--- src/include/acc_settings.svh ---
`ifndef ACC_SETTINGS_SVH
`define ACC_SETTINGS_SVH

// Array geometry
`define ACC_PE_SIZE      4
`define ACC_PSUM_WIDTH   32
`define ACC_DATA_WIDTH   8
`define ACC_SLICE_MSB    15   // Top bit of quantized slice

// Accumulation schedule
`define ACC_DEPTH        8    // One entry per output row
`define ACC_PASSES       3

// Output path
`define ACC_ROWQ_DEPTH   8
`define ACC_BUF_WORDS    64
`define ACC_ADDR_WIDTH   8    // Byte address, word index in [7:2]

`endif

--- src/hdl/acc_pkg.sv ---
`default_nettype none

`include "acc_settings.svh"

package acc_pkg;

    // Signed partial sum from one PE column
    typedef logic signed [`ACC_PSUM_WIDTH-1:0] psum_t;

    // Quantized ofmap element
    typedef logic [`ACC_DATA_WIDTH-1:0] ofmap_elem_t;

    // One buffer word
    // writer packs it per lane, buffer and host treat it as a flat word
    typedef union packed {
        ofmap_elem_t [`ACC_PE_SIZE-1:0]           lanes;  // Lane 0 in [7:0]
        logic [`ACC_PE_SIZE*`ACC_DATA_WIDTH-1:0]  raw;
    } ofmap_word_u;

endpackage

`default_nettype wire

--- src/hdl/wb_if.sv ---
`timescale 1ns/1ps
`default_nettype none

`include "acc_settings.svh"

// Wishbone classic, single word, no byte selects
interface wb_if;

    logic                                     cyc;
    logic                                     stb;
    logic                                     we;
    logic [`ACC_ADDR_WIDTH-1:0]               adr;      // Byte address
    logic [`ACC_PE_SIZE*`ACC_DATA_WIDTH-1:0]  dat_m2s;  // Write data
    logic [`ACC_PE_SIZE*`ACC_DATA_WIDTH-1:0]  dat_s2m;  // Read data
    logic                                     ack;      // One cycle per transfer

    modport master (
        output cyc, stb, we, adr, dat_m2s,
        input  dat_s2m, ack
    );

    modport slave (
        input  cyc, stb, we, adr, dat_m2s,
        output dat_s2m, ack
    );

endinterface

`default_nettype wire

--- src/hdl/psum_fifo.sv ---
`timescale 1ns/1ps
`default_nettype none

`include "acc_settings.svh"

module psum_fifo (
    input  logic           clk,
    input  logic           rst_n,
    input  logic           wren_i,
    input  logic           rden_i,
    input  acc_pkg::psum_t wdata_i,
    output acc_pkg::psum_t rdata_o   // Head entry, show-ahead
);
    import acc_pkg::*;

    localparam int PTR_W = $clog2(`ACC_DEPTH);

    psum_t              mem [`ACC_DEPTH];
    logic [PTR_W-1:0]   wr_ptr;
    logic [PTR_W-1:0]   rd_ptr;

    // Pointers wrap each pass, so they line up again at tile end
    always_ff @(posedge clk or negedge rst_n) begin
        if (!rst_n) begin
            wr_ptr <= '0;
            rd_ptr <= '0;
        end else begin
            if (wren_i)
                wr_ptr <= (wr_ptr == PTR_W'(`ACC_DEPTH-1)) ? '0 : wr_ptr + 1'b1;
            if (rden_i)
                rd_ptr <= (rd_ptr == PTR_W'(`ACC_DEPTH-1)) ? '0 : rd_ptr + 1'b1;
        end
    end

    always_ff @(posedge clk) begin
        if (wren_i) mem[wr_ptr] <= wdata_i;  // Middle pass rewrites the slot just read
    end

    assign rdata_o = mem[rd_ptr];  // Adder sees head same cycle

endmodule

`default_nettype wire

--- src/hdl/psum_accumulator.sv ---
`timescale 1ns/1ps
`default_nettype none

`include "acc_settings.svh"

module psum_accumulator (
    input  logic                                  clk,
    input  logic                                  rst_n,
    input  logic [`ACC_PE_SIZE-1:0]               psum_en_i,   // Lane j is j cycles late
    input  acc_pkg::psum_t [`ACC_PE_SIZE-1:0]     psum_row_i,
    output logic                                  row_valid_o,
    output acc_pkg::ofmap_word_u                  row_data_o
);
    import acc_pkg::*;

    localparam int ENT_W  = $clog2(`ACC_DEPTH);
    localparam int PASS_W = $clog2(`ACC_PASSES);

    logic [ENT_W-1:0]               entry_cnt;
    logic [PASS_W-1:0]              pass_cnt;
    logic [`ACC_PE_SIZE-1:0]        first_ph;    // Per lane, pass 0
    logic [`ACC_PE_SIZE-1:0]        last_ph;     // Per lane, final pass
    logic [`ACC_PE_SIZE-1:1]        first_sr;
    logic [`ACC_PE_SIZE-1:1]        last_sr;
    ofmap_elem_t [`ACC_PE_SIZE-1:0] row_bytes;

    // Entry/pass position, tracked on lane 0 only
    always_ff @(posedge clk or negedge rst_n) begin
        if (!rst_n) begin
            entry_cnt <= '0;
            pass_cnt  <= '0;
        end else if (psum_en_i[0]) begin
            if (entry_cnt == ENT_W'(`ACC_DEPTH-1)) begin
                entry_cnt <= '0;
                pass_cnt  <= (pass_cnt == PASS_W'(`ACC_PASSES-1)) ? '0 : pass_cnt + 1'b1;
            end else begin
                entry_cnt <= entry_cnt + 1'b1;
            end
        end
    end

    // Lane 0 phase is live, later lanes get it one stage per lane
    assign first_ph = {first_sr, pass_cnt == '0};
    assign last_ph  = {last_sr, pass_cnt == PASS_W'(`ACC_PASSES-1)};

    always_ff @(posedge clk or negedge rst_n) begin
        if (!rst_n) begin
            first_sr <= '0;
            last_sr  <= '0;
        end else begin
            first_sr <= first_ph[`ACC_PE_SIZE-2:0];  // Tracks the skew
            last_sr  <= last_ph[`ACC_PE_SIZE-2:0];
        end
    end

    for (genvar k = 0; k < `ACC_PE_SIZE; k++) begin : g_lane
        psum_t       rdata;
        psum_t       feedback;
        psum_t       sum;
        ofmap_elem_t dsk [`ACC_PE_SIZE-k];   // Lane k waits PE_SIZE-1-k cycles

        assign feedback = first_ph[k] ? '0 : rdata;   // Preload on first pass
        assign sum      = feedback + psum_row_i[k];

        psum_fifo u_fifo (
            .clk     (clk),
            .rst_n   (rst_n),
            .wren_i  (psum_en_i[k] && !last_ph[k]),   // Final pass drains
            .rden_i  (psum_en_i[k] && !first_ph[k]),
            .wdata_i (sum),
            .rdata_o (rdata)
        );

        // Quantize and deskew
        always_ff @(posedge clk) begin
            if (psum_en_i[k] && last_ph[k])
                dsk[0] <= sum[`ACC_SLICE_MSB -: `ACC_DATA_WIDTH];  // No rounding
            for (int s = 1; s < `ACC_PE_SIZE-k; s++)
                dsk[s] <= dsk[s-1];
        end

        assign row_bytes[k] = dsk[`ACC_PE_SIZE-1-k];
    end

    // Row aligned once the last lane has captured its byte
    always_ff @(posedge clk or negedge rst_n) begin
        if (!rst_n)
            row_valid_o <= 1'b0;
        else
            row_valid_o <= psum_en_i[`ACC_PE_SIZE-1] && last_ph[`ACC_PE_SIZE-1];
    end

    assign row_data_o.lanes = row_bytes;

endmodule

`default_nettype wire

--- src/hdl/ofmap_writer.sv ---
`timescale 1ns/1ps
`default_nettype none

`include "acc_settings.svh"

module ofmap_writer (
    input  logic                 clk,
    input  logic                 rst_n,
    input  logic                 row_valid_i,  // No back-pressure
    input  acc_pkg::ofmap_word_u row_data_i,
    wb_if.master                 wb,
    output logic                 overflow_o    // Sticky
);
    import acc_pkg::*;

    localparam int QPTR_W = $clog2(`ACC_ROWQ_DEPTH);
    localparam int CNT_W  = $clog2(`ACC_ROWQ_DEPTH + 1);
    localparam int WADR_W = `ACC_ADDR_WIDTH - 2;

    ofmap_word_u         rowq [`ACC_ROWQ_DEPTH];
    logic [QPTR_W-1:0]   wr_ptr;
    logic [QPTR_W-1:0]   rd_ptr;
    logic [CNT_W-1:0]    count;
    logic [WADR_W-1:0]   word_adr;   // Next buffer word
    logic                busy;       // Write in flight
    logic                full;
    logic                push;
    logic                pop;

    assign full = (count == CNT_W'(`ACC_ROWQ_DEPTH));
    assign push = row_valid_i && !full;   // Row lost when full
    assign pop  = busy && wb.ack;         // Retire at ack

    always_ff @(posedge clk) begin
        if (push) rowq[wr_ptr].lanes <= row_data_i.lanes;
    end

    always_ff @(posedge clk or negedge rst_n) begin
        if (!rst_n) begin
            wr_ptr     <= '0;
            rd_ptr     <= '0;
            count      <= '0;
            word_adr   <= '0;
            busy       <= 1'b0;
            overflow_o <= 1'b0;
        end else begin
            if (push) wr_ptr <= wr_ptr + 1'b1;
            if (pop) begin
                rd_ptr   <= rd_ptr + 1'b1;
                word_adr <= (word_adr == WADR_W'(`ACC_BUF_WORDS-1)) ? '0 : word_adr + 1'b1;
            end
            case ({push, pop})
                2'b10:   count <= count + 1'b1;
                2'b01:   count <= count - 1'b1;
                default: count <= count;
            endcase
            // stb drops the cycle after ack
            if (pop)
                busy <= 1'b0;
            else if (!busy && count != '0)
                busy <= 1'b1;
            if (row_valid_i && full) overflow_o <= 1'b1;
        end
    end

    assign wb.cyc     = busy;
    assign wb.stb     = busy;
    assign wb.we      = 1'b1;                  // Write only master
    assign wb.adr     = {word_adr, 2'b00};
    assign wb.dat_m2s = rowq[rd_ptr].raw;      // Held until ack

endmodule

`default_nettype wire

--- src/hdl/wb_arbiter.sv ---
`timescale 1ns/1ps
`default_nettype none

module wb_arbiter (
    input  logic clk,
    input  logic rst_n,
    wb_if.slave  m0,   // Writer, high priority
    wb_if.slave  m1,   // Host
    wb_if.master s
);
    logic grant;     // 0 writer, 1 host
    logic busy;
    logic m0_req;
    logic m1_req;

    assign m0_req = m0.cyc && m0.stb;
    assign m1_req = m1.cyc && m1.stb;

    // Decide only when idle, then hold until the slave acks
    always_ff @(posedge clk or negedge rst_n) begin
        if (!rst_n) begin
            grant <= 1'b0;
            busy  <= 1'b0;
        end else if (!busy) begin
            if (m0_req) begin
                grant <= 1'b0;
                busy  <= 1'b1;
            end else if (m1_req) begin
                grant <= 1'b1;
                busy  <= 1'b1;
            end
        end else if (s.ack) begin
            busy <= 1'b0;
        end
    end

    // Request mux
    assign s.cyc     = busy && (grant ? m1.cyc : m0.cyc);
    assign s.stb     = busy && (grant ? m1.stb : m0.stb);
    assign s.we      = grant ? m1.we      : m0.we;
    assign s.adr     = grant ? m1.adr     : m0.adr;
    assign s.dat_m2s = grant ? m1.dat_m2s : m0.dat_m2s;

    // Response only to the owner
    assign m0.ack     = busy && !grant && s.ack;
    assign m1.ack     = busy && grant && s.ack;
    assign m0.dat_s2m = grant ? '0 : s.dat_s2m;
    assign m1.dat_s2m = grant ? s.dat_s2m : '0;

endmodule

`default_nettype wire

--- src/hdl/ofmap_buffer.sv ---
`timescale 1ns/1ps
`default_nettype none

`include "acc_settings.svh"

module ofmap_buffer (
    input  logic clk,
    input  logic rst_n,
    wb_if.slave  wb
);
    import acc_pkg::*;

    localparam int WIDX_W = $clog2(`ACC_BUF_WORDS);

    ofmap_word_u        mem [`ACC_BUF_WORDS];
    logic               req;
    logic [WIDX_W-1:0]  widx;

    assign req  = wb.cyc && wb.stb && !wb.ack;   // New request, not the acked one
    assign widx = wb.adr[WIDX_W+1:2];            // Word index

    always_ff @(posedge clk or negedge rst_n) begin
        if (!rst_n)
            wb.ack <= 1'b0;
        else
            wb.ack <= req;   // Exactly one cycle
    end

    always_ff @(posedge clk) begin
        if (req && wb.we) mem[widx].raw <= wb.dat_m2s;
        if (req) wb.dat_s2m <= mem[widx].raw;    // Valid with ack
    end

endmodule

`default_nettype wire

--- src/hdl/acc_subsystem.sv ---
`timescale 1ns/1ps
`default_nettype none

`include "acc_settings.svh"

module acc_subsystem (
    input  logic                                     clk,
    input  logic                                     rst_n,
    input  logic [`ACC_PE_SIZE-1:0]                  psum_en_row_i,
    input  logic [`ACC_PE_SIZE*`ACC_PSUM_WIDTH-1:0]  psum_row_i,     // Lane 0 in low bits
    // Host Wishbone port
    input  logic                                     host_cyc_i,
    input  logic                                     host_stb_i,
    input  logic                                     host_we_i,
    input  logic [`ACC_ADDR_WIDTH-1:0]               host_adr_i,
    input  logic [`ACC_PE_SIZE*`ACC_DATA_WIDTH-1:0]  host_dat_i,
    output logic [`ACC_PE_SIZE*`ACC_DATA_WIDTH-1:0]  host_dat_o,
    output logic                                     host_ack_o,
    output logic                                     ofmap_valid_o,
    output logic                                     overflow_o
);
    import acc_pkg::*;

    logic        row_valid;
    ofmap_word_u row_data;

    wb_if wb_wr   ();   // Writer to arbiter
    wb_if wb_host ();   // Host to arbiter
    wb_if wb_mem  ();   // Arbiter to buffer

    // Host pins onto the master side
    assign wb_host.cyc     = host_cyc_i;
    assign wb_host.stb     = host_stb_i;
    assign wb_host.we      = host_we_i;
    assign wb_host.adr     = host_adr_i;
    assign wb_host.dat_m2s = host_dat_i;
    assign host_dat_o      = wb_host.dat_s2m;
    assign host_ack_o      = wb_host.ack;

    assign ofmap_valid_o = row_valid;

    psum_accumulator u_acc (
        .clk         (clk),
        .rst_n       (rst_n),
        .psum_en_i   (psum_en_row_i),
        .psum_row_i  (psum_row_i),
        .row_valid_o (row_valid),
        .row_data_o  (row_data)
    );

    ofmap_writer u_writer (
        .clk         (clk),
        .rst_n       (rst_n),
        .row_valid_i (row_valid),
        .row_data_i  (row_data),
        .wb          (wb_wr),
        .overflow_o  (overflow_o)
    );

    wb_arbiter u_arb (
        .clk   (clk),
        .rst_n (rst_n),
        .m0    (wb_wr),
        .m1    (wb_host),
        .s     (wb_mem)
    );

    ofmap_buffer u_buf (
        .clk   (clk),
        .rst_n (rst_n),
        .wb    (wb_mem)
    );

endmodule

`default_nettype wire

--- config.mk ---
export PLATFORM = sky130hd
export DESIGN_NAME = acc_subsystem
export DESIGN_NICKNAME = d
export VERILOG_FILES = /design/src/hdl/acc_pkg.sv /design/src/hdl/wb_if.sv /design/src/hdl/psum_fifo.sv /design/src/hdl/psum_accumulator.sv /design/src/hdl/ofmap_writer.sv /design/src/hdl/wb_arbiter.sv /design/src/hdl/ofmap_buffer.sv /design/src/hdl/acc_subsystem.sv
export VERILOG_INCLUDE_DIRS = /design/src /design/src/include
export SDC_FILE = /design/constraint.sdc
export NUM_CORES = 2
export LEC_CHECK = 0
export BUFFER_PORTS_ARGS = -buffer_cell sky130_fd_sc_hd__buf_2
export CORE_ASPECT_RATIO = 1.25
export CORE_MARGIN = 2
export CORE_UTILIZATION = 35
export CTS_BUF_LIST = sky130_fd_sc_hd__clkbuf_8
export DETAILED_ROUTE_END_ITERATION = 16
export REMOVE_ABC_BUFFERS = 1
export SETUP_SLACK_MARGIN = 0.15
export SYNTH_ARGS = -nofsm -noshare
export SYNTH_HDL_FRONTEND = slang
export SYNTH_HIERARCHICAL = 1
export SYNTH_SLANG_ARGS = --single-unit
--- constraint.sdc ---
create_clock -name clk -period 5.4 [get_ports clk]
set_input_delay 1.08 -clock clk [delete_from_list [all_inputs] [get_ports clk]]
set_output_delay 1.08 -clock clk [all_outputs]
set_load 0.01 [all_outputs]
==> results.md <==
- Status: complete, no violations
- CP Capture Type: register
- Worst hold path type: input port to async pin
- Critical R2R Launch: u_acc/g_lane[0].u_fifo/rd_ptr[0]
- Peak VDD IR: 0.708 mV
- Worst-Margin Slew: 1340 ps
- Fill cell total of the finished layout: 30.2k
- Overall global routing resource usage: 17.6%
- Hold slack: 202 ps
- FF-to-FF path depth: 10
- Pin count of the biggest net entering global routing: 110
- Htree depth: 5
- PostCTS Resize Cnt: 0
- Most frequent cells in the layout: 2880 x edfxtp_1, 463 x clkbuf_8, 417 x a22oi_1, 228 x a21oi_1, 214 x mux2_2
- RD Place Congestion: 0.840
- Number of global-route vias before repair: 65.3k
- Rel. slew slack: 10.5%
- Reg2reg end: u_acc/g_lane[0].dsk[0][4]
- CP Launch Point: u_acc/g_lane[0].u_fifo/rd_ptr[0]
- Post-CTS setup buffers: 0
- Crit path DAT: 4990 ps
- Final Non-Filler Cells: 11.7k
- Initial antenna violation count: 51
- Drt drc: 0
- Die ar.: 339000 µm²
- Clock latency on the worst-skew pair: 1070 ps
- Layout cell share with drive strength beyond 1: 21.1%
- DR vias/cell: 5.48
- Area Overhead vs Synth: 13.3%
- Final Skew: 143 ps
- Global-route wire length before repair: 443000 µm
- Max Fclk: 230 MHz
- Initial DRC Count: 6562
- Hold buffer count at cts: 0
- Startpoint types: register
- Critical-path maximum fanout: 13
- Nets: 7179
- Pins Over Slew Limit: 0
- Grt total ovfl: 0
- Setup TNS: 0 ps
- Io pins: 212
- Reg-to-reg slack, setup: 1060 ps
- Syn Inst Count: 6522
- Die width: 522 µm
- Final worst path period share: 80.4%
- Post-Syn Area: 117000 µm²
- DRT Pass-1 Iters: 6
- IO buf count: 145
- Die height: 651 µm
- Setup repair after global routing missed its margin: false
- Average size of a mapped cell: 18.0 µm²
- Site Rows: 237
- DR WL/cell: 26.3 µm
- Clock Path Buffers: 4
- Core Box Area: 333000 µm²
- Pwr Density: 593 nW/µm²
- Hold violation count in the final report: 0
- Final setup viols: 0
- CTS Sinks: 2985
- Final WL: 307000 µm
- Clock transition at path regs: 70 ps
- Detailed Place HPWL: 181000 µm
- Critical path class: register to register
- MaxCap Viol Count: 0
- Clock period minus worst slack: 4340 ps
- Vias: 63.9k
- Most common cell after layout, fill and taps aside: edfxtp_1
- Final ANT Viol Nets: 0
- Clock tree from TritonCTS: yes
- Num CTS Buffers: 447
- Pleak: 42.4 nW
- Starting Density: 35.2%
- Required time worst endpoint: 6050 ps
- Yosys warning count: 6
- Dpl ws: 859 ps
- Root Buffer: clkbuf_8
- Setup ws final: 1060 ps
- Placed cells: 10.9k
-- final cells by class --
cell class,count,area [µm²],area share (%)
tap,4421,5530,4.17
antenna,12,30.0,0.0226
sequential,2985,88900,67.0
multi-input combinational,3051,26700,20.1
timing repair buffer,406,3340,2.51
clock buffer,463,6370,4.80
inverter,19,73.8,0.0556
clock inverter,319,1790,1.35
-- sequential cells by signal, indices dropped and copies added, names as in the netlist, 2 cells and up --
| name | flops |
|---|---|
| u_writer/word_adr | 6 |
| u_writer/rd_ptr | 3 |
| u_acc/entry_cnt | 3 |
| u_acc/g_lane.dsk | 80 |
| u_acc/first_sr | 3 |
| u_writer/wr_ptr | 3 |
| u_acc/last_sr | 3 |
| u_acc/g_lane.u_fifo/rd_ptr | 12 |
| u_acc/pass_cnt | 2 |
| u_writer/count | 4 |
| u_buf/mem | 2048 |
| u_writer/rowq | 256 |
| u_buf/wb.dat_s2m | 32 |
| u_acc/g_lane.u_fifo/mem | 512 |
| u_acc/g_lane.u_fifo/wr_ptr | 12 |
-- layer usage --
layer	track usage, %	wire length, µm	vias up
met5	0	204	-
met3	3.53	24300	643
li1	-	-	27500
met4	5.23	9000	30
met2	30.6	155000	2678
met1	22.0	119000	33100
-- where the power goes --
group	switching (W)	total, W	leakage [nW]	internal, W
combinational	0.0185	0.0274	10.8	0.00885
sequential	0.00106	0.0342	27.0	0.0331
clock	0.00853	0.0172	4.63	0.00864
-- worst max-delay path by stage --
stage                                              endpoint
after detailed placement               u_buf/wb.dat_s2m[19]
after CTS                 u_acc/g_lane[0].u_fifo/mem[2][13]
after floorplan                        u_buf/wb.dat_s2m[27]
after global placement                 u_buf/wb.dat_s2m[11]
final                             u_acc/g_lane[0].dsk[0][4]
after global routing      u_acc/g_lane[1].u_fifo/mem[4][15]
-- through the flow --
step	instance area [µm²]	power [W]	util (%)
final	133000	0.0787	39.8
after global routing	133000	0.0823	39.8
after CTS	133000	0.0792	39.8
after detailed placement	125000	0.0619	37.4
after global placement	125000	0.0611	37.4
after floorplan	115000	0.0518	-
-- critical path, stage by stage, from the launching register on --
cell and delay (ps):
dfrtp_2 660, mux4_1 600, mux2_2 260, nor2b_1 130, ha_1 240, fa_1 470, a211oi_1 480, o211ai_1 270
nand4_1 200, nand2_1 80, xor2_1 620
Note: power is estimated with default switching activity, not from simulation.
